===== src/rec_cfg.svh =====
// Widths, FIFO depth and protocol byte codes, included by the recovery RTL and its packages
`ifndef REC_CFG_SVH
`define REC_CFG_SVH

// Receive queue and FIFO word width
`define REC_DATA_W 32

// Command length field width
`define REC_LEN_W 16

// Indirect image FIFO depth in words
`define REC_FIFO_DEPTH 16

// RECOVERY_CTRL activate byte for an activated image
`define REC_ACTIVATE_CODE 8'h0F

// INDIRECT_FIFO_CTRL reset byte that empties the FIFO
`define REC_FIFO_RESET_CODE 8'h01

`endif

===== src/rec_cmd_pkg.sv =====
// Command codes, protocol error codes and controller states shared by the recovery command path
package rec_cmd_pkg;

  // Recovery protocol command codes
  typedef enum logic [7:0] {
    // Always available
    CMD_DEVICE_RESET         = 8'd37,
    CMD_RECOVERY_CTRL        = 8'd38,
    CMD_RECOVERY_STATUS      = 8'd39,
    // Recovery mode only
    CMD_INDIRECT_FIFO_CTRL   = 8'd45,
    CMD_INDIRECT_FIFO_STATUS = 8'd46,
    CMD_INDIRECT_FIFO_DATA   = 8'd47
  } rec_cmd_e;

  // Reported in the protocol error status
  typedef enum logic [7:0] {
    PROT_OK        = 8'h00,
    PROT_PARAMETER = 8'h02,
    PROT_CRC       = 8'h04
  } rec_prot_err_e;

  typedef enum logic [2:0] {
    Idle,
    WriteCsr,
    WriteFifo,
    RespLen,
    RespData,
    Error,
    Done
  } rec_state_e;

endpackage


===== src/rec_csr_pkg.sv =====
// Recovery register index and word types, with command to register lookups
package rec_csr_pkg;
  import rec_cmd_pkg::*;
  `include "rec_cfg.svh"

  // Register word index, words of one command are contiguous
  typedef enum logic [3:0] {
    CSR_DEV_RESET     = 4'd0,
    CSR_REC_CTRL      = 4'd1,
    CSR_REC_STATUS    = 4'd2,
    CSR_FIFO_CTRL_0   = 4'd3,
    CSR_FIFO_CTRL_1   = 4'd4,
    CSR_FIFO_STATUS_0 = 4'd5,
    CSR_FIFO_STATUS_1 = 4'd6,
    CSR_FIFO_STATUS_2 = 4'd7,
    CSR_FIFO_STATUS_3 = 4'd8,
    CSR_FIFO_STATUS_4 = 4'd9,
    CSR_NONE          = 4'd15
  } rec_csr_idx_e;

  typedef logic [`REC_DATA_W-1:0] rec_word_t;

  // First register word of a command
  function automatic rec_csr_idx_e csr_start_idx(rec_cmd_e cmd);
    case (cmd)
      CMD_DEVICE_RESET:         return CSR_DEV_RESET;
      CMD_RECOVERY_CTRL:        return CSR_REC_CTRL;
      CMD_RECOVERY_STATUS:      return CSR_REC_STATUS;
      CMD_INDIRECT_FIFO_CTRL:   return CSR_FIFO_CTRL_0;
      CMD_INDIRECT_FIFO_STATUS: return CSR_FIFO_STATUS_0;
      default:                  return CSR_NONE;
    endcase
  endfunction

  // Register length in bytes, zero for FIFO data and unknown codes
  function automatic logic [`REC_LEN_W-1:0] csr_byte_len(rec_cmd_e cmd);
    case (cmd)
      CMD_DEVICE_RESET:         return 3;
      CMD_RECOVERY_CTRL:        return 3;
      CMD_RECOVERY_STATUS:      return 2;
      CMD_INDIRECT_FIFO_CTRL:   return 6;
      CMD_INDIRECT_FIFO_STATUS: return 20;
      default:                  return 0;
    endcase
  endfunction

endpackage


===== src/recovery_executor.sv =====
// Recovery command executor top level, connecting controller, counter, registers and FIFO
`timescale 1ns/1ps
`include "rec_cfg.svh"

module recovery_executor
  import rec_cmd_pkg::*, rec_csr_pkg::*;
(
  input  logic                  clk_i,
  input  logic                  rst_ni,
  input  logic                  cmd_valid_i,
  input  logic                  cmd_is_rd_i,
  input  rec_cmd_e              cmd_cmd_i,
  input  logic [`REC_LEN_W-1:0] cmd_len_i,
  input  logic                  cmd_error_i,
  output logic                  cmd_done_o,
  output logic                  res_valid_o,
  input  logic                  res_ready_i,
  output logic [`REC_LEN_W-1:0] res_len_o,
  output logic                  res_dvalid_o,
  input  logic                  res_dready_i,
  output logic [7:0]            res_data_o,
  output logic                  res_dlast_o,
  output logic                  tti_rx_rreq_o,
  input  logic                  tti_rx_rack_i,
  input  rec_word_t             tti_rx_rdata_i,
  input  logic                  fifo_rreq_i,
  output rec_word_t             fifo_rdata_o,
  input  logic                  recovery_mode_enabled_i,
  input  logic                  host_abort_i,
  input  logic [15:0]           recovery_status_i,
  output rec_prot_err_e         prot_error_o,
  output logic [23:0]           device_reset_o,
  output logic [23:0]           recovery_ctrl_o,
  output logic                  rx_queue_clr_o,
  output logic                  payload_available_o,
  output logic                  image_activated_o
);

  localparam int unsigned IdxW = $clog2(`REC_FIFO_DEPTH);

  logic            load, beat, last;
  logic [1:0]      lane;
  rec_csr_idx_e    idx;
  logic            csr_we, fifo_push, fifo_clr, fifo_full, fifo_empty;
  logic [IdxW-1:0] fifo_wr_idx, fifo_rd_idx;

  rec_cmd_fsm u_fsm (
    .clk_i,
    .rst_ni,
    .cmd_valid_i,
    .cmd_is_rd_i,
    .cmd_cmd_i,
    .cmd_len_i,
    .cmd_error_i,
    .recovery_mode_enabled_i,
    .host_abort_i,
    .tti_rx_rack_i,
    .res_ready_i,
    .res_dready_i,
    .last_i        (last),
    .load_o        (load),
    .beat_o        (beat),
    .tti_rx_rreq_o,
    .res_valid_o,
    .res_dvalid_o,
    .res_dlast_o,
    .csr_we_o      (csr_we),
    .fifo_push_o   (fifo_push),
    .cmd_done_o,
    .rx_queue_clr_o,
    .prot_error_o
  );

  rec_xfer_counter u_counter (
    .clk_i,
    .rst_ni,
    .load_i      (load),
    .beat_i      (beat),
    .cmd_is_rd_i,
    .cmd_cmd_i,
    .cmd_len_i,
    .last_o      (last),
    .lane_o      (lane),
    .idx_o       (idx),
    .resp_len_o  (res_len_o)
  );

  rec_csr_file u_csr (
    .clk_i,
    .rst_ni,
    .we_i                (csr_we),
    .idx_i               (idx),
    .lane_i              (lane),
    .wdata_i             (tti_rx_rdata_i),
    .recovery_status_i,
    .fifo_full_i         (fifo_full),
    .fifo_empty_i        (fifo_empty),
    .fifo_wr_idx_i       (fifo_wr_idx),
    .fifo_rd_idx_i       (fifo_rd_idx),
    .res_data_o,
    .device_reset_o,
    .recovery_ctrl_o,
    .image_activated_o,
    .payload_available_o,
    .fifo_clr_o          (fifo_clr)
  );

  rec_indirect_fifo #(
    .Depth (`REC_FIFO_DEPTH)
  ) u_fifo (
    .clk_i,
    .rst_ni,
    .push_i   (fifo_push),
    .wdata_i  (tti_rx_rdata_i),
    .pop_i    (fifo_rreq_i),
    .clr_i    (fifo_clr),
    .rdata_o  (fifo_rdata_o),
    .full_o   (fifo_full),
    .empty_o  (fifo_empty),
    .wr_idx_o (fifo_wr_idx),
    .rd_idx_o (fifo_rd_idx)
  );

endmodule


===== src/rec_indirect_fifo.sv =====
// Circular indirect image FIFO with wrapping indices, clear, and full and empty flags
`timescale 1ns/1ps
`include "rec_cfg.svh"

module rec_indirect_fifo #(
  parameter int unsigned Depth = 16
) (
  input  logic                     clk_i,
  input  logic                     rst_ni,
  input  logic                     push_i,
  input  logic [`REC_DATA_W-1:0]   wdata_i,
  input  logic                     pop_i,
  input  logic                     clr_i,
  output logic [`REC_DATA_W-1:0]   rdata_o,
  output logic                     full_o,
  output logic                     empty_o,
  output logic [$clog2(Depth)-1:0] wr_idx_o,
  output logic [$clog2(Depth)-1:0] rd_idx_o
);

  localparam int unsigned IdxW = $clog2(Depth);
  localparam int unsigned CntW = $clog2(Depth + 1);

  logic [`REC_DATA_W-1:0] mem_q [Depth];
  logic [CntW-1:0]        cnt_q;
  logic                   do_push, do_pop;

  // Overflow and underflow are dropped
  assign do_push = push_i && !full_o;
  assign do_pop  = pop_i && !empty_o;

  always_ff @(posedge clk_i or negedge rst_ni) begin
    if (!rst_ni) begin
      wr_idx_o <= '0;
      rd_idx_o <= '0;
      cnt_q    <= '0;
    end else if (clr_i) begin
      wr_idx_o <= '0;
      rd_idx_o <= '0;
      cnt_q    <= '0;
    end else begin
      if (do_push) wr_idx_o <= (wr_idx_o == IdxW'(Depth - 1)) ? '0 : wr_idx_o + IdxW'(1);
      if (do_pop) rd_idx_o <= (rd_idx_o == IdxW'(Depth - 1)) ? '0 : rd_idx_o + IdxW'(1);
      if (do_push && !do_pop) cnt_q <= cnt_q + CntW'(1);
      else if (do_pop && !do_push) cnt_q <= cnt_q - CntW'(1);
    end
  end

  always_ff @(posedge clk_i) begin
    if (do_push && !clr_i) mem_q[wr_idx_o] <= wdata_i;
  end

  assign rdata_o = mem_q[rd_idx_o];
  assign full_o  = (cnt_q == CntW'(Depth));
  assign empty_o = (cnt_q == '0);

endmodule


===== src/rec_csr_file.sv =====
// Recovery registers with write decode, read word mux, response byte select and status flags
`timescale 1ns/1ps
`include "rec_cfg.svh"

module rec_csr_file
  import rec_csr_pkg::*;
(
  input  logic                               clk_i,
  input  logic                               rst_ni,
  input  logic                               we_i,
  input  rec_csr_idx_e                       idx_i,
  input  logic [1:0]                         lane_i,
  input  rec_word_t                          wdata_i,
  input  logic [15:0]                        recovery_status_i,
  input  logic                               fifo_full_i,
  input  logic                               fifo_empty_i,
  input  logic [$clog2(`REC_FIFO_DEPTH)-1:0] fifo_wr_idx_i,
  input  logic [$clog2(`REC_FIFO_DEPTH)-1:0] fifo_rd_idx_i,
  output logic [7:0]                         res_data_o,
  output logic [23:0]                        device_reset_o,
  output logic [23:0]                        recovery_ctrl_o,
  output logic                               image_activated_o,
  output logic                               payload_available_o,
  output logic                               fifo_clr_o
);

  logic [7:0] fifo_cms_q;
  logic [7:0] fifo_rst_q;
  rec_word_t  image_size_q;
  rec_word_t  rd_word;
  logic       rst_clr_q;

  always_ff @(posedge clk_i or negedge rst_ni) begin
    if (!rst_ni) begin
      device_reset_o  <= '0;
      recovery_ctrl_o <= '0;
      fifo_cms_q      <= '0;
      fifo_rst_q      <= '0;
      image_size_q    <= '0;
    end else begin
      // Reset byte drops one cycle after the clear unless written again
      if (rst_clr_q) fifo_rst_q <= '0;
      if (we_i) begin
        case (idx_i)
          CSR_DEV_RESET: device_reset_o <= wdata_i[23:0];
          CSR_REC_CTRL:  recovery_ctrl_o <= wdata_i[23:0];
          CSR_FIFO_CTRL_0: begin
            fifo_cms_q <= wdata_i[7:0];
            fifo_rst_q <= wdata_i[15:8];
          end
          CSR_FIFO_CTRL_1: image_size_q <= wdata_i;
          // Status words take no writes
          default: ;
        endcase
      end
    end
  end

  // FIFO clears in the cycle after the reset byte is written
  assign fifo_clr_o = (fifo_rst_q == `REC_FIFO_RESET_CODE);

  // Marks the cycle after the FIFO clear
  always_ff @(posedge clk_i or negedge rst_ni) begin
    if (!rst_ni) rst_clr_q <= 1'b0;
    else rst_clr_q <= fifo_clr_o;
  end

  always_comb begin
    case (idx_i)
      CSR_DEV_RESET:     rd_word = {8'h00, device_reset_o};
      CSR_REC_CTRL:      rd_word = {8'h00, recovery_ctrl_o};
      CSR_REC_STATUS:    rd_word = {16'h0000, recovery_status_i};
      CSR_FIFO_CTRL_0:   rd_word = {16'h0000, fifo_rst_q, fifo_cms_q};
      CSR_FIFO_CTRL_1:   rd_word = image_size_q;
      CSR_FIFO_STATUS_0: rd_word = {30'd0, fifo_full_i, fifo_empty_i};
      CSR_FIFO_STATUS_1: rd_word = rec_word_t'(fifo_wr_idx_i);
      CSR_FIFO_STATUS_2: rd_word = rec_word_t'(fifo_rd_idx_i);
      CSR_FIFO_STATUS_3: rd_word = rec_word_t'(`REC_FIFO_DEPTH);
      default:           rd_word = '0;
    endcase
  end

  // Little-endian byte order within a word
  assign res_data_o = rd_word[8*lane_i +: 8];

  assign image_activated_o = (recovery_ctrl_o[23:16] == `REC_ACTIVATE_CODE);

  // Set on full or activation and cleared once drained empty
  always_ff @(posedge clk_i or negedge rst_ni) begin
    if (!rst_ni) begin
      payload_available_o <= 1'b0;
    end else if (!payload_available_o && (fifo_full_i || image_activated_o)) begin
      payload_available_o <= 1'b1;
    end else if (payload_available_o && fifo_empty_i) begin
      payload_available_o <= 1'b0;
    end
  end

endmodule


===== src/rec_xfer_counter.sv =====
// Tracks remaining beats, byte lane and register word for the command in flight
`timescale 1ns/1ps
`include "rec_cfg.svh"

module rec_xfer_counter
  import rec_cmd_pkg::*, rec_csr_pkg::*;
(
  input  logic                  clk_i,
  input  logic                  rst_ni,
  input  logic                  load_i,
  input  logic                  beat_i,
  input  logic                  cmd_is_rd_i,
  input  rec_cmd_e              cmd_cmd_i,
  input  logic [`REC_LEN_W-1:0] cmd_len_i,
  output logic                  last_o,
  output logic [1:0]            lane_o,
  output rec_csr_idx_e          idx_o,
  output logic [`REC_LEN_W-1:0] resp_len_o
);

  localparam int unsigned LenW = `REC_LEN_W;

  logic [LenW-1:0] cnt_q, lookup_len, wr_words, reg_words;
  rec_csr_idx_e    last_idx_q, idx_next;
  logic            is_rd_q;

  assign lookup_len = csr_byte_len(cmd_cmd_i);
  // Bytes to words, rounded up
  assign wr_words   = (cmd_len_i >> 2) + LenW'(|cmd_len_i[1:0]);
  assign reg_words  = (lookup_len + LenW'(3)) >> 2;

  // Stop at NONE past the last register of the command
  assign idx_next = (idx_o == last_idx_q || idx_o == CSR_NONE) ? CSR_NONE
                                                               : rec_csr_idx_e'(idx_o + 4'd1);

  always_ff @(posedge clk_i or negedge rst_ni) begin
    if (!rst_ni) begin
      cnt_q      <= '0;
      lane_o     <= '0;
      idx_o      <= CSR_NONE;
      last_idx_q <= CSR_NONE;
      is_rd_q    <= 1'b0;
      resp_len_o <= '0;
    end else if (load_i) begin
      cnt_q      <= cmd_is_rd_i ? lookup_len : wr_words;
      lane_o     <= '0;
      idx_o      <= csr_start_idx(cmd_cmd_i);
      last_idx_q <= rec_csr_idx_e'(csr_start_idx(cmd_cmd_i) + reg_words[3:0] - 4'd1);
      is_rd_q    <= cmd_is_rd_i;
      resp_len_o <= lookup_len;
    end else if (beat_i) begin
      cnt_q <= cnt_q - LenW'(1);
      if (is_rd_q) begin
        lane_o <= lane_o + 2'd1;
        if (lane_o == 2'd3) idx_o <= idx_next;
      end else begin
        idx_o <= idx_next;
      end
    end
  end

  assign last_o = (cnt_q == LenW'(1));

endmodule


===== src/rec_cmd_fsm.sv =====
// Recovery command controller: checks each command and sequences its write or read phases
`timescale 1ns/1ps
`include "rec_cfg.svh"

module rec_cmd_fsm
  import rec_cmd_pkg::*;
(
  input  logic                  clk_i,
  input  logic                  rst_ni,
  input  logic                  cmd_valid_i,
  input  logic                  cmd_is_rd_i,
  input  rec_cmd_e              cmd_cmd_i,
  input  logic [`REC_LEN_W-1:0] cmd_len_i,
  input  logic                  cmd_error_i,
  input  logic                  recovery_mode_enabled_i,
  input  logic                  host_abort_i,
  input  logic                  tti_rx_rack_i,
  input  logic                  res_ready_i,
  input  logic                  res_dready_i,
  input  logic                  last_i,
  output logic                  load_o,
  output logic                  beat_o,
  output logic                  tti_rx_rreq_o,
  output logic                  res_valid_o,
  output logic                  res_dvalid_o,
  output logic                  res_dlast_o,
  output logic                  csr_we_o,
  output logic                  fifo_push_o,
  output logic                  cmd_done_o,
  output logic                  rx_queue_clr_o,
  output rec_prot_err_e         prot_error_o
);

  rec_state_e    state_q, state_d;
  rec_prot_err_e err_q;
  logic          supported, rec_only, illegal, wr_state, rreq_d;

  always_comb begin
    case (cmd_cmd_i)
      CMD_DEVICE_RESET, CMD_RECOVERY_CTRL, CMD_RECOVERY_STATUS: begin
        supported = 1'b1;
        rec_only  = 1'b0;
      end
      CMD_INDIRECT_FIFO_CTRL, CMD_INDIRECT_FIFO_STATUS, CMD_INDIRECT_FIFO_DATA: begin
        supported = 1'b1;
        rec_only  = 1'b1;
      end
      default: begin
        supported = 1'b0;
        rec_only  = 1'b0;
      end
    endcase
  end

  // FIFO data has no read path
  assign illegal = cmd_error_i || !supported || (rec_only && !recovery_mode_enabled_i)
                || (cmd_is_rd_i && cmd_cmd_i == CMD_INDIRECT_FIFO_DATA);

  assign load_o   = (state_q == Idle) && cmd_valid_i;
  assign wr_state = (state_q == WriteCsr) || (state_q == WriteFifo);
  assign beat_o   = (wr_state && tti_rx_rack_i) || ((state_q == RespData) && res_dready_i);

  always_comb begin
    state_d = state_q;
    case (state_q)
      Idle: begin
        if (load_o) begin
          if (illegal) state_d = Error;
          else if (cmd_is_rd_i) state_d = RespLen;
          else if (cmd_len_i == '0) state_d = Done;
          else if (cmd_cmd_i == CMD_INDIRECT_FIFO_DATA) state_d = WriteFifo;
          else state_d = WriteCsr;
        end
      end
      WriteCsr, WriteFifo: if (tti_rx_rack_i && last_i) state_d = Done;
      RespLen: if (res_ready_i) state_d = RespData;
      RespData: begin
        if (host_abort_i) state_d = Error;
        else if (beat_o && last_i) state_d = Done;
      end
      Error: state_d = Done;
      default: state_d = Idle;
    endcase
  end

  // One request per word, the next one after each acknowledge
  assign rreq_d = (load_o && !illegal && !cmd_is_rd_i && cmd_len_i != '0)
               || (wr_state && tti_rx_rack_i && !last_i);

  always_ff @(posedge clk_i or negedge rst_ni) begin
    if (!rst_ni) begin
      state_q       <= Idle;
      tti_rx_rreq_o <= 1'b0;
      err_q         <= PROT_OK;
      prot_error_o  <= PROT_OK;
    end else begin
      state_q       <= state_d;
      tti_rx_rreq_o <= rreq_d;
      if (load_o) begin
        err_q <= cmd_error_i ? PROT_CRC : (illegal ? PROT_PARAMETER : PROT_OK);
      end else if (state_q == RespData && host_abort_i) begin
        err_q <= PROT_PARAMETER;
      end
      if (state_q == Done) prot_error_o <= err_q;
    end
  end

  assign res_valid_o    = (state_q == RespLen);
  assign res_dvalid_o   = (state_q == RespData);
  assign res_dlast_o    = (state_q == RespData) && last_i;
  assign csr_we_o       = (state_q == WriteCsr) && tti_rx_rack_i;
  assign fifo_push_o    = (state_q == WriteFifo) && tti_rx_rack_i;
  assign cmd_done_o     = (state_q == Done);
  assign rx_queue_clr_o = (state_q == Error);

endmodule


===== config.mk =====
export PLATFORM = sky130hd
export DESIGN_NAME = recovery_executor
export DESIGN_NICKNAME = d
export VERILOG_FILES = /design/src/rec_cmd_pkg.sv /design/src/rec_csr_pkg.sv /design/src/recovery_executor.sv /design/src/rec_indirect_fifo.sv /design/src/rec_csr_file.sv /design/src/rec_xfer_counter.sv /design/src/rec_cmd_fsm.sv
export VERILOG_INCLUDE_DIRS = /design/src /design/src/src
export SDC_FILE = /design/constraint.sdc
export NUM_CORES = 1
export LEC_CHECK = 0
export ABC_CLOCK_PERIOD_IN_PS = 4000
export BUFFER_PORTS_ARGS = -buffer_cell sky130_fd_sc_hd__buf_2
export CAP_MARGIN = 0
export CORE_AREA = 3 3 370 262
export CTS_CLUSTER_DIAMETER = 30
export CTS_CLUSTER_SIZE = 25
export DETAILED_ROUTE_END_ITERATION = 16
export DIE_AREA = 0 0 373 265
export GPL_TIMING_DRIVEN = 0
export PLACE_DENSITY = 0.45
export SYNTH_ARGS = -nofsm -noshare
export SYNTH_HDL_FRONTEND = slang
export SYNTH_SLANG_ARGS = --single-unit
export TNS_END_PERCENT = 5

===== constraint.sdc =====
create_clock -name clk_i -period 4 [get_ports clk_i]
set_input_delay 0.6 -clock clk_i [delete_from_list [all_inputs] [get_ports clk_i]]
set_output_delay 0.6 -clock clk_i [all_outputs]
set_load 0.01 [all_outputs]

-- Word-level counts from Yosys, hierarchy flattened
Memories as Yosys holds them, arrays and structs flattened.
Index checks and enable logic that the tools add are counted.
- register bits: 174
- memory bits (writable): 512
- output and inout bits: 120
- logic and storage cells: 179
- memories kept: 1
- memory list (memory ; words ; width ; rd ports ; clocked after Yosys merged registers in ; write ports ; RTL line ; source):
    u_fifo.mem_q ; 16 ; 32 ; 1 ; 0 ; 1 ; rec_indirect_fifo.sv:24 ; logic [`REC_DATA_W-1:0] mem_q [Depth];
- $add $sub $neg: 11
- equality and inequality tests: 34
- shifts and indexed selects: 1
- multiplexer cells: 47
- reduce and logical (&&, ||, !) cells: 65
- operator list (operator ; number):
    case mux 32 bit (9 select lines) ; 1
    == test 8 x 6 -> 1 bit, second input constant ; 6
    2-to-1 mux 16 bit ; 3
    2-to-1 mux 4 bit ; 12
    2-to-1 mux 8 bit ; 6
    variable part select 32 x 6 -> 8 bit ; 1
    2-to-1 mux 3 bit ; 8
    logical AND 1 bit ; 22
    case mux 4 bit (5 select lines) ; 1
    case mux 5 bit (4 select lines) ; 1
    == test 16 x 1 -> 1 bit, second input constant ; 1
    == test 4 x 3 -> 1 bit, second input constant ; 4
    == test 4 bit, second input constant ; 4
    logical NOT 16 bit ; 1
    nonzero test 16 bit ; 1
    subtractor 16 x 1 -> 16 bit, second input constant ; 1
    adder 14 x 1 -> 15 bit ; 1
    2-to-1 mux 5 bit ; 3
    case mux 3 bit (5 select lines) ; 1
    adder 4 x 1 -> 4 bit, second input constant ; 3
    AND reduction 2 bit ; 6
    nonzero test 2 bit ; 6
    logical NOT 1 bit ; 11
    2-to-1 mux 2 bit ; 5
    29 further kinds ; 49

-- Longest topological paths before layout
Gate-level depths: netlist of run 1.
- depth after elaboration: 12
- gate-level depth with buffers: 11
- depth with buffers taken out: 11

-- By module
A second synthesis of run 1 with hierarchy kept.
- cells, all modules: 1788
- area total of the unflattened synthesis: 28416.0 um2
- modules (own cells, without submodules) (module ; instances ; cells an instance ; area each (um2) ; seq. area each (um2)):
    rec_indirect_fifo ; 1 ; 1044 ; 20479.6 ; 15700.1
    rec_csr_file ; 1 ; 418 ; 5039.8 ; 2452.4
    rec_xfer_counter ; 1 ; 243 ; 2199.6 ; 785.8
    rec_cmd_fsm ; 1 ; 83 ; 696.9 ; 200.2

-- Worst setup path before layout of run 1
No wires, ideal clock.
- kind: in2reg
- start point: input tti_rx_rack_i
- end point: memory u_fifo.mem_q[3][0] in the netlist's numbering, enable pin
- library setup time: 0.461 ns
- data arrival time: 3.808 ns
- required time: 3.539 ns
- path slack: -0.269 ns
- cell stages on the path: 6
- buffers on the path: 1
- cells stage by stage: nand2_1 -> a2111oi_2 -> buf_2 -> and2b_1 -> nand2_1 -> nor3_1
- cells in the longest elaborated chain, start to end: 5
- ends and longest elaborated chain (item ; RTL line ; source):
    from (decl) ; recovery_executor.sv:24 ; input logic tti_rx_rack_i,
    logical AND 1 bit ; rec_cmd_fsm.sv:112 ; assign fifo_push_o = (state_q == WriteFifo) && tti_rx_rack_i;
    logical AND 1 bit ; rec_indirect_fifo.sv:29 ; assign do_push = push_i && !full_o;
    logical AND 1 bit ; rec_indirect_fifo.sv:50 ; if (do_push && !clr_i) mem_q[wr_idx_o] <= wdata_i;
    2-to-1 mux 1 bit ; rec_indirect_fifo.sv:50 ;
    2-to-1 mux 1 bit (not written as such) ; rec_indirect_fifo.sv:50 ;
    to (decl) ; rec_indirect_fifo.sv:24 ;
Every way passes these cells.

-- Final worst setup path of run 1
- start point: register u_counter.idx_o[1]
- end point: output res_data_o[2]
- cells in the longest elaborated chain, start to end: 3
- elaborated cells on any way between the ends: 11
- those cells by class: eq/ne: 8; shift: 1; mux: 1; reduce/logical: 1
- ends and longest elaborated chain (item ; RTL line ; source):
    from (decl) ; rec_xfer_counter.sv:17 ; output rec_csr_idx_e idx_o,
    from (signal assigned) ; rec_xfer_counter.sv:47 ; idx_o <= csr_start_idx(cmd_cmd_i);
    from (signal assigned) ; rec_xfer_counter.sv:55 ; if (lane_o == 2'd3) idx_o <= idx_next;
    from (signal assigned) ; rec_xfer_counter.sv:57 ; idx_o <= idx_next;
    == test 4 bit (tied with other cells) ; rec_csr_file.sv:69 ; case (idx_i)
    case mux 32 bit (9 select lines) (*) ; rec_csr_file.sv:69 ;
    variable part select 32 x 6 -> 8 bit (*) ; rec_csr_file.sv:84 ; assign res_data_o = rd_word[8*lane_i +: 8];
    to (decl) ; recovery_executor.sv:21 ; output logic [7:0] res_data_o,
Every way passes the cells marked *; elsewhere a longest branch is shown, timed or not.

==> results of run 1 <==
layout make-up:
class	instances	area share, %
Clock inverter	82	2.99
Buffer	121	1.84
Clock buffer	147	8.87
Inverter	19	0.200
Sequential cell	662	53.6
Multi-Input combinational cell	988	23.8
Timing Repair Buffer	216	4.30
Tap cell	1248	4.37
Antenna cell	1	0.00701
power breakdown:
part,switching [W],leakage (nW),internal (W)
Clock,0.00355,2.03,0.00694
Sequential,0.000508,6.58,0.00805
Combinational,0.00491,4.80,0.00292
layer usage:
metal	GRT usage [%]	vias to the layer above	wire length, µm
met2	26.4	643	39100
met5	0	-	0
met3	3.79	136	5890
met1	26.6	9352	43000
li1	-	7781	-
met4	4.99	0	2090
how the worst max path moves through the flow:
stage,from,to,slack [ns]
after global routing,u_counter.idx_o[0]$_DFFE_PN1P_,res_data_o[3],-0.09
after global placement,tti_rx_rack_i,u_fifo.mem_q[1][21]$_DFFE_PP_,-3.93
after detailed placement,u_fifo.rd_idx_o[2]$_DFFE_PN0P_,fifo_rdata_o[8],0.15
after floorplan,tti_rx_rack_i,u_fifo.mem_q[0][0]$_DFFE_PP_,-0.27
after CTS,u_counter.idx_o[1]$_DFFE_PN1P_,res_data_o[0],-0.02
final,u_counter.idx_o[1]$_DFFE_PN1P_,res_data_o[2],0.02
registers in the layout, indices dropped and copies added (netlist names), 5 cells and up:
| signal | flops |
|---|---|
| u_csr.fifo_cms_q | 8 |
| u_csr.device_reset_o | 24 |
| u_fifo.cnt_q | 5 |
| u_csr.recovery_ctrl_o | 24 |
| u_fifo.mem_q | 512 |
| u_counter.cnt_q | 16 |
| u_csr.image_size_q | 32 |
| u_csr.fifo_rst_q | 8 |
cells by family (layout without fill, tap and decap cells):
kind of cell / after synthesis / after routing
multiplexers: 287 / 287
AO/OA/AOI/OAI: 308 / 308
XOR/XNOR: 32 / 32
adder cells (fa/ha/maj): 22 / 22
flip-flops: 662 / 662
other: 1 / 19
buffers and inverters: 141 / 585
AND/OR/NAND/NOR: 321 / 321
stage by stage:
stage                TNS, ns  setup WS [ns]
floorplan             -25.69         -0.268
detailed placement         0          0.150
global placement    -1053.43          -3.93
CTS                  -0.0457        -0.0238
finish                     0         0.0178
global route          -0.135        -0.0927
repair_timing:
action | 4_1_cts | 5_1_grt
hold buffers | 1 | 0
gates resized for setup | 40 | 21
setup buffers | 0 | 3
cloned | 0 | 0
pin swaps | 0 | 1
endpoints found under the hold margin | 42 | 0
setup endpoints to repair | 40 | 34
worst register-to-register path, delay by kind of cell (launching register included):
kind,cells,cell delay [ns]
compound gates,1,0.56
buf+inv,4,0.97
flops,1,0.32
simple gates,4,1.23
cells in the mapped netlist (6+ instances only):
| cell | count | area share, % |
|---|---|---|
| buf_2 | 37 | 0.66 |
| mux2_2 | 83 | 3.3 |
| mux4_2 | 64 | 5.1 |
| nor3_1 | 13 | 0.23 |
| a211oi_1 | 8 | 0.21 |
| xor2_1 | 18 | 0.56 |
| nand2b_1 | 8 | 0.18 |
| a21oi_1 | 38 | 0.68 |
| nor2_1 | 53 | 0.71 |
| a222oi_1 | 9 | 0.32 |
| o21ai_0 | 62 | 1.1 |
| nand3b_1 | 8 | 0.21 |
| mux2i_1 | 140 | 5.0 |
| nand4_1 | 6 | 0.13 |
| a22oi_1 | 51 | 1.4 |
| xnor2_1 | 14 | 0.44 |
| a22o_1 | 6 | 0.19 |
| dfstp_2 | 8 | 0.75 |
| dfrtp_1 | 142 | 13 |
| ha_1 | 20 | 0.89 |
| buf_1 | 16 | 0.21 |
| edfxtp_1 | 512 | 55 |
| and3_1 | 9 | 0.20 |
| a31oi_1 | 9 | 0.20 |
| a21o_1 | 6 | 0.16 |
| o22ai_1 | 8 | 0.18 |
| nor4_1 | 6 | 0.13 |
| inv_1 | 19 | 0.25 |
| clkbuf_1 | 49 | 0.66 |
| nand2_1 | 139 | 1.9 |
| buf_4 | 20 | 0.54 |
| a221oi_1 | 73 | 2.3 |
| nor3b_2 | 6 | 0.27 |
| nand3_1 | 21 | 0.37 |
| and2_1 | 6 | 0.13 |
==> results.json, run 1 <==
{
  "outcome": "complete, no violations",
  "reg2reg_from": "u_fsm.state_q[1]$_DFFE_PN0P_",
  "ctsRootBufferMaster": "clkbuf_16",
  "required_ns": 3.40,
  "std_cell_rows": 94,
  "final_hold_viol_count": 0,
  "critical_path_class": "reg -> out",
  "maxCapViolCount": 0,
  "setup_violations": 0,
  "async_flop_share_pct": 22.7,
  "max_freq_mhz": 251,
  "ys_types": 82,
  "p_leak_nw": 13.4,
  "period_share_pct": 99.6,
  "fp.dieArea_um2": 98800,
  "avgSynthCellArea_um2": 15.8,
  "synth_warnings": 0,
  "fin_cells": 3484,
  "whs_ns": 0.198,
  "hold_depth": 3,
  "worstPathMaxFanout": 10,
  "yosys.area_share.simple_pct": 5.96,
  "cts_buffers": 121,
  "clk_pin_slew_ns": 0.05,
  "p_total_w": 0.0269,
  "portBuffers": 181,
  "critPathBufInv": 2,
  "path_cells": "ha_2, clkbuf_2, a22oi_1, and3_1, a211oi_1, o21ai_0, o21ai_0, buf_2",
  "routedWlPerCell_um": 25.8,
  "numClockSinks": 662,
  "avgViaCountPerCell": 5.14,
  "synth-compound-area-share_pct": 7.96,
  "io_pins": 203,
  "area_growth_pct": 27.3,
  "cp.depth": 8,
  "start_util_pct": 29.9,
  "nets": 2234,
  "grt_pass1_vias": 17988,
  "die_y_um": 265,
  "grt_overflow_total": 0,
  "yosys.area_share.adder_pct": 1.04,
  "die_w_um": 373,
  "multi_input_area_um2": 8500,
  "synth_edf_count": 512,
  "grt_pass1_wl_um": 129000,
  "finalCriticalPeriod_ns": 3.98,
  "antenna_found_initial": 3,
  "synth_top_family_by_area": "multiplexers",
  "drive_gt1_share_pct": 31.3,
  "syn_area_um2": 28000,
  "timing.rr.end": "u_fifo.mem_q[2][22]$_DFFE_PP_",
  "postRouteAntennaNets": 0,
  "dp.cells": 3251,
  "final_max_slew_viol_count": 0,
  "critPathMaxStageDelay_ns": 0.60,
  "reg2reg_depth": 9,
  "grt_max_degree": 109,
  "ys_seq_area_share_pct": 68.2,
  "htreeDepth": 3,
  "post-route-util_pct": 38.1,
  "clockBufferDepth": 3,
  "layout_commonest_cell": "edfxtp_1",
  "power_density_nw_per_um2": 753,
  "routed_wl_um": 90000,
  "rsz0062_at_grt": "yes",
  "irDropWorstVdd_mv": 0.402,
  "hold_class": "in -> reg",
  "skew_ns": 0.0521,
  "num-fill-cells": 8783,
  "stdcell_area_um2": 35700,
  "timing.critical_path.mode_cell": "o21ai_0",
  "synth_seq_cells": 662,
  "rrSetupSlack_ns": 0.61,
  "postPlaceCellArea_um2": 31300,
  "worstMarginPinSlew_ns": 1.20,
  "synth_mux_area_share_pct": 13.5,
  "end_kind": "output port",
  "arrival_ns": 3.38,
  "cts_tree": "yes",
  "routabilityCongestion": 0.878,
  "clk_latency_ns": 0.68,
  "drt_iter0_markers": 1643,
  "post-dp-hpwl_um": 63300,
  "coreArea_um2": 93700,
  "drc": 0,
  "regArea_um2": 19100,
  "firstDrtPassIters": 5,
  "netlist_instances": 1774,
  "cp_top_family": "compound AO/OA/AOI/OAI gates",
  "startpoint_type": "flop",
  "cp_slowest_cell": "dfstp_2",
  "most-common-layout-cells": "edfxtp_1, buf_2, dfrtp_1",
  "slew_headroom_pct": 19.8,
  "vias": 17912,
  "holdPathEnd": "u_fsm.err_q[2]$_DFFE_PN0P_",
  "worstHoldStart": "cmd_error_i",
  "synth-xor-area-share_pct": 0.999,
  "synth-main-ff-cell": "edfxtp_1",
  "grt.total_usage_pct": 17.9
}
No activity file was read; power rests on OpenSTA's default activity.
==> run 2, diff against run 1 <==
--- a/config.mk
+++ b/config.mk
@@ -9,13 +9,13 @@
 export ABC_CLOCK_PERIOD_IN_PS = 4000
 export BUFFER_PORTS_ARGS = -buffer_cell sky130_fd_sc_hd__buf_2
 export CAP_MARGIN = 0
-export CORE_AREA = 3 3 370 262
+export CORE_AREA = 3 3 290 207
 export CTS_CLUSTER_DIAMETER = 30
 export CTS_CLUSTER_SIZE = 25
 export DETAILED_ROUTE_END_ITERATION = 16
-export DIE_AREA = 0 0 373 265
+export DIE_AREA = 0 0 293 210
 export GPL_TIMING_DRIVEN = 0
-export PLACE_DENSITY = 0.45
+export PLACE_DENSITY = 0.67
 export SYNTH_ARGS = -nofsm -noshare
 export SYNTH_HDL_FRONTEND = slang
 export SYNTH_SLANG_ARGS = --single-unit
==> run 2 against run 1 <==
  * The flow now finishes with violations (setup timing)
  * Routed wire length fell by 8.9%
  * Clock skew fell by 0.0087 ns
  * Critical path type unchanged
  * Largest power group unchanged
  * Combinational power fell by 2.6%
  * First-iteration DRC count rose by 34%
  * Critical path depth did not move
  * Cell area fell by 3.5%
  * Global-route usage rose by 8.8 points
  * Non-clock buffer count fell by 6
==> results.json, run 2 (synthesis results as in run 1) <==
{
  "antenna_found_initial": 3,
  "most-common-layout-cells": "edfxtp_1, buf_2, dfrtp_1",
  "grt_use_met3_pct": 8.64,
  "end_kind": "output port",
  "drt_iter0_markers": 2194,
  "grt_pass1_wl_um": 120000,
  "io_pins": 203,
  "fp.dieArea_um2": 61500,
  "slew_headroom_pct": 14.6,
  "multi_input_area_um2": 8510,
  "area_growth_pct": 22.9,
  "num-fill-cells": 4282,
  "cts_tree": "yes",
  "critPathBufInv": 2,
  "die_w_um": 293,
  "htreeDepth": 3,
  "routed_wl_um": 82000,
  "setup_tns_ns": -0.305,
  "grt.busiest_layer": "met1",
  "combPwrFrac_pct": 29.8,
  "timing.critical_path.mode_cell": "o21ai_0",
  "cts_buffers": 105,
  "ctsRootBufferMaster": "clkbuf_16",
  "regArea_um2": 19100,
  "required_ns": 3.40,
  "use_met1_pct": 40.0,
  "maxCapViolCount": 0,
  "clk_latency_ns": 0.67,
  "grt_use_met2_pct": 37.6,
  "irDropWorstVdd_mv": 0.587,
  "die_y_um": 210,
  "post-dp-hpwl_um": 56500,
  "arrival_ns": 3.55,
  "nets": 2212,
  "finalCriticalPeriod_ns": 4.15,
  "p_switching_w": 0.00865,
  "drc": 0,
  "portBuffers": 181,
  "clk_pin_slew_ns": 0.05,
  "grt_overflow_total": 0,
  "cp_top_family": "compound AO/OA/AOI/OAI gates",
  "routedWlPerCell_um": 27.7,
  "path_cells": "ha_1, clkbuf_2, a22oi_1, and3_1, a211oi_1, o21ai_0, o21ai_0, buf_2",
  "largest_reg_flops": 512,
  "coreArea_um2": 57700,
  "switching_share_pct": 33.7,
  "routabilityCongestion": 0.934,
  "worstMarginPinSlew_ns": 1.28,
  "p_leak_nw": 13.1,
  "numClockSinks": 662,
  "period_share_pct": 104,
  "max_flop_register": "u_fifo.mem_q",
  "layout_commonest_cell": "edfxtp_1",
  "startpoint_type": "flop",
  "skew_ns": 0.0434,
  "drive_gt1_share_pct": 30.8,
  "grt.total_usage_pct": 26.7,
  "start_util_pct": 48.6,
  "max_freq_mhz": 241,
  "critical_path_class": "reg -> out",
  "clockBufferDepth": 3,
  "cts_setup_buffers": 0,
  "cp_slowest_cell": "dfstp_2",
  "hold_class": "in -> reg",
  "grt_max_degree": 88,
  "worstPathMaxFanout": 10,
  "post-route-util_pct": 59.7,
  "internal_power_w": 0.0170,
  "vias": 18205,
  "firstDrtPassIters": 6,
  "seq_power_share_pct": 33.4,
  "power_density_nw_per_um2": 744,
  "std_cell_rows": 74,
  "fin_ws_ns": -0.150,
  "clkPwrFrac_pct": 36.9,
  "postRouteAntennaNets": 0,
  "avgViaCountPerCell": 6.15,
  "setup_violations": 5,
  "outcome": "complete, but fails checks",
  "stdcell_area_um2": 34500,
  "critPathMaxStageDelay_ns": 0.61,
  "violations": "setup timing",
  "final_hold_viol_count": 0,
  "grt_pass1_vias": 17973,
  "postPlaceCellArea_um2": 30600,
  "rsz0062_at_grt": "yes",
  "reg_top3": "u_fifo.mem_q (512), u_csr.image_size_q (32)",
  "final_max_slew_viol_count": 0
}
-- run 2: cell count changes in the layout (fill, tap and decap cells not counted), sizes merged --
cell,previous run,this run
buf,278,270
bufinv,20,15
clkbuf,201,179
clkdlybuf4s15,3,2
clkinv,43,38
inv,25,30
-- run 2: cell type report --
| type | instances | area share [%] |
|---|---|---|
| flip-flops and latches | 662 | 55.5 |
| well taps | 760 | 2.76 |
| plain buffers | 122 | 1.84 |
| clock buffers | 122 | 8.11 |
| diodes | 1 | 0.00726 |
| clock inverters | 77 | 2.79 |
| repair buffers | 209 | 4.05 |
| multi-input cells | 988 | 24.7 |
| inverters | 19 | 0.207 |
-- run 2: per-layer routing --
metal  share of wire, %  routed length [µm]  vias up
li1                   -                   -     7699
met1                 44               35800     9462
met2                 43               35200      909
met3                 11                9170      135
met4                2.2                1830        0
met5                  0                   0        -
-- run 2: worst paths after layout --
kind                       cells after the start                             endpoint                                 from  slack [ns]
max in group asynchronous                      3       u_counter.idx_o[2]$_DFFE_PN1P_                               rst_ni        2.61
min in group asynchronous                      2       u_counter.cnt_q[0]$_DFFE_PN0P_                               rst_ni        0.52
max                                            8                        res_data_o[2]       u_counter.idx_o[0]$_DFFE_PN1P_       -0.15
min                                            3           u_fsm.err_q[2]$_DFFE_PN0P_                          cmd_error_i        0.26
min reg2reg                                    2  u_counter.last_idx_q[3]$_DFFE_PN1P_  u_counter.last_idx_q[3]$_DFFE_PN1P_        0.48
max reg2reg                                    8        u_fifo.mem_q[2][21]$_DFFE_PP_          u_fifo.cnt_q[0]$_DFFE_PN0P_        0.57
-- run 2: worst reg2reg max path, delay by kind of cell, from the launching register on --
family / cells / cell delay, ns
and+or+nand+nor: 4 / 1.36
buffers and inverters: 3 / 0.75
AOI/OAI and AO/OA: 1 / 0.54
DFF: 1 / 0.46
-- run 2: what timing repair did --
item / in CTS / in global routing
endpoints found under the hold margin: 63 / 0
hold buffers: 1 / 0
endpoints found under the setup margin: 38 / 39
resized for setup: 21 / 33
-- run 2: metrics by stage --
step                      hold slack (ns)  std cells  total power (W)  setup WS (ns)
after global routing                0.271       2960           0.0267         -0.165
after CTS                           0.251       2959           0.0256        -0.0482
after detailed placement            0.470       2759           0.0161          0.338
final                               0.263       2960           0.0256         -0.150
after floorplan                     0.304       1791           0.0131         -0.268
after global placement              0.459       2732           0.0159          -3.30
-- run 2: power groups by stage --
stage / Clock [W] / Sequential [W] / Combinational (W)
after global routing: 0.00988 / 0.00861 / 0.00818
after global placement: 0 / 0.00864 / 0.00721
after floorplan: 0 / 0.00856 / 0.00457
final: 0.00945 / 0.00856 / 0.00763
after detailed placement: 0 / 0.00865 / 0.00742
after CTS: 0.00952 / 0.00853 / 0.00751
==> run 3, diff against run 2 <==
--- a/config.mk
+++ b/config.mk
@@ -8,14 +8,13 @@
 export LEC_CHECK = 0
 export ABC_CLOCK_PERIOD_IN_PS = 4000
 export BUFFER_PORTS_ARGS = -buffer_cell sky130_fd_sc_hd__buf_2
-export CAP_MARGIN = 0
-export CORE_AREA = 3 3 290 207
+export CORE_AREA = 3 3 277 197
 export CTS_CLUSTER_DIAMETER = 30
 export CTS_CLUSTER_SIZE = 25
 export DETAILED_ROUTE_END_ITERATION = 16
-export DIE_AREA = 0 0 293 210
+export DIE_AREA = 0 0 280 200
 export GPL_TIMING_DRIVEN = 0
-export PLACE_DENSITY = 0.67
+export PLACE_DENSITY_LB_ADDON = 0.12
 export SYNTH_ARGS = -nofsm -noshare
 export SYNTH_HDL_FRONTEND = slang
 export SYNTH_SLANG_ARGS = --single-unit
==> run 3 against run 2 <==
  * The run now ends clean
  * Core utilization rose by 5.8 points
  * Largest cell class unchanged
  * Fmax rose by 6.5%
  * Non-clock buffer count rose by 2
==> results.json, run 3 (synthesis results as in run 1) <==
{
  "outcome": "complete, no violations",
  "antenna_found_initial": 2,
  "avgViaCountPerCell": 6.28,
  "cp_slowest_cell": "dfstp_2",
  "drc": 0,
  "hold_class": "in -> reg",
  "most-common-layout-cells": "edfxtp_1, buf_2, dfrtp_1",
  "die_y_um": 200,
  "rsz0062_at_grt": "yes",
  "io_pins": 203,
  "irDropWorstVdd_mv": 0.435,
  "postRouteAntennaNets": 0,
  "drive_gt1_share_pct": 30.1,
  "cts_setup_buffers": 0,
  "grt_pass1_wl_um": 118000,
  "num-fill-cells": 3594,
  "worstPathMaxFanout": 10,
  "std_cell_rows": 70,
  "critPathBufInv": 2,
  "cp_top_family": "compound AO/OA/AOI/OAI gates",
  "end_kind": "output port",
  "power_density_nw_per_um2": 736,
  "maxCapViolCount": 0,
  "reg2reg_from": "u_fsm.state_q[2]$_DFFE_PN0P_",
  "num_antenna_cells": 0,
  "period_share_pct": 97.4,
  "reg_top3": "u_fifo.mem_q (512), u_csr.image_size_q (32)",
  "arrival_ns": 3.30,
  "multi_input_area_um2": 8470,
  "max_freq_mhz": 257,
  "final_max_slew_viol_count": 0,
  "required_ns": 3.40,
  "routed_wl_um": 80100,
  "critPathMaxStageDelay_ns": 0.61,
  "worstHoldStart": "cmd_error_i",
  "cts_buffers": 104,
  "regArea_um2": 19100,
  "grt.total_usage_pct": 28.9,
  "grt_overflow_total": 0,
  "fp.dieArea_um2": 56000,
  "die_w_um": 280,
  "post-dp-hpwl_um": 54700,
  "max_flop_register": "u_fifo.mem_q",
  "area_growth_pct": 21.8,
  "clockBufferDepth": 3,
  "cts_tree": "yes",
  "p_leak_nw": 13.0,
  "grt_max_degree": 97,
  "drt_iter0_markers": 2199,
  "combPwrFrac_pct": 29.5,
  "skew_ns": 0.0283,
  "switching_share_pct": 33.7,
  "largest_reg_flops": 512,
  "p_switching_w": 0.00847,
  "seq_power_share_pct": 34.2,
  "numClockSinks": 662,
  "path_cells": "ha_1, nor3b_4, clkbuf_2, a22oi_1, a21oi_1, o21ai_0, o31ai_1, buf_2",
  "start_util_pct": 53.8,
  "cp-startpoint": "u_counter.idx_o[0]$_DFFE_PN1P_",
  "worstMarginPinSlew_ns": 1.19,
  "routabilityCongestion": 0.938,
  "grt_pass1_vias": 17754,
  "vias": 18100,
  "routedWlPerCell_um": 27.8,
  "clkPwrFrac_pct": 36.3,
  "layout_commonest_cell": "edfxtp_1",
  "final_hold_viol_count": 0,
  "clk_latency_ns": 0.67,
  "firstDrtPassIters": 6,
  "postPlaceCellArea_um2": 30500,
  "clk_pin_slew_ns": 0.06,
  "critical_path_class": "reg -> out",
  "startpoint_type": "flop",
  "slew_headroom_pct": 20.6,
  "setup_violations": 0,
  "portBuffers": 181,
  "coreArea_um2": 52100,
  "nets": 2213,
  "ctsRootBufferMaster": "clkbuf_16",
  "internal_power_w": 0.0167,
  "stdcell_area_um2": 34200,
  "finalCriticalPeriod_ns": 3.90,
  "htreeDepth": 3,
  "post-route-util_pct": 65.5
}
==> run 3: cell type report <==
class                      instances  share of cell area, %
clock buffer                     118                   7.92
tap                              684                   2.51
multi-input combinational        988                   24.8
timing repair buffer             212                   4.10
sequential                       662                   56.0
clock inverter                    78                   2.65
inverter                          19                  0.209
buffer                           121                   1.75
==> run 3: worst reg2reg max path, stage by stage (launching register included) <==
cell and delay (ns):
dfrtp_1 0.44, buf_1 0.28, a2111oi_2 0.40, buf_2 0.30
and2b_1 0.21, nand2_1 0.23, nor3_2 0.57, buf_6 0.24
buf_6 0.15, buf_6 0.17, buf_6 0.19
==> run 3: layer usage <==
metal / vias up / wire length (µm) / global-route usage (%)
li1: 7709 / - / -
met1: 9306 / 34700 / 43.2
met2: 977 / 36000 / 43.6
met3: 108 / 7600 / 6.23
met4: 0 / 1760 / 7.87
met5: - / 0 / 0
==> run 3: worst paths after layout <==
path	to	slack, ns	depth (start not counted)
hold / removal	u_fsm.err_q[2]$_DFFE_PN0P_	0.23	3
setup reg to reg	u_fifo.mem_q[2][13]$_DFFE_PP_	0.52	10
min in group asynchronous	u_counter.cnt_q[14]$_DFFE_PN0P_	0.48	2
setup / recovery	res_data_o[1]	0.10	8
hold reg to reg	u_counter.last_idx_q[3]$_DFFE_PN1P_	0.47	2
max in group asynchronous	u_fifo.cnt_q[1]$_DFFE_PN0P_	2.65	3
==> run 3: power by group through the flow <==
stage                     Combinational [W]  Sequential, W  Clock (W)
final                               0.00741        0.00860    0.00914
after floorplan                     0.00457        0.00856          0
after global placement              0.00715        0.00867          0
after detailed placement            0.00733        0.00867          0
after CTS                           0.00739        0.00855    0.00923
after global routing                0.00798        0.00865    0.00956
==> run 3: what timing repair did <==
| action | CTS | global route |
|---|---|---|
| resized for setup | 12 | 29 |
| hold buffers | 1 | 0 |
| endpoints found under the setup margin | 37 | 39 |
| cloned | 0 | 0 |
| hold endpoints to repair | 54 | 0 |
| pin swaps | 0 | 0 |
==> run 3: metrics by stage <==
stage | TNS (ns) | instances | hold WS, ns | power, W | worst slack, ns
floorplan | -25.69 | 1791 | 0.304 | 0.0131 | -0.268
global placement | -893.38 | 2656 | 0.458 | 0.0158 | -3.96
detailed placement | 0 | 2686 | 0.461 | 0.0160 | 0.349
CTS | -0.107 | 2883 | 0.174 | 0.0252 | -0.0564
global route | -0.0277 | 2882 | 0.203 | 0.0262 | -0.0253
finish | 0 | 2882 | 0.232 | 0.0251 | 0.104
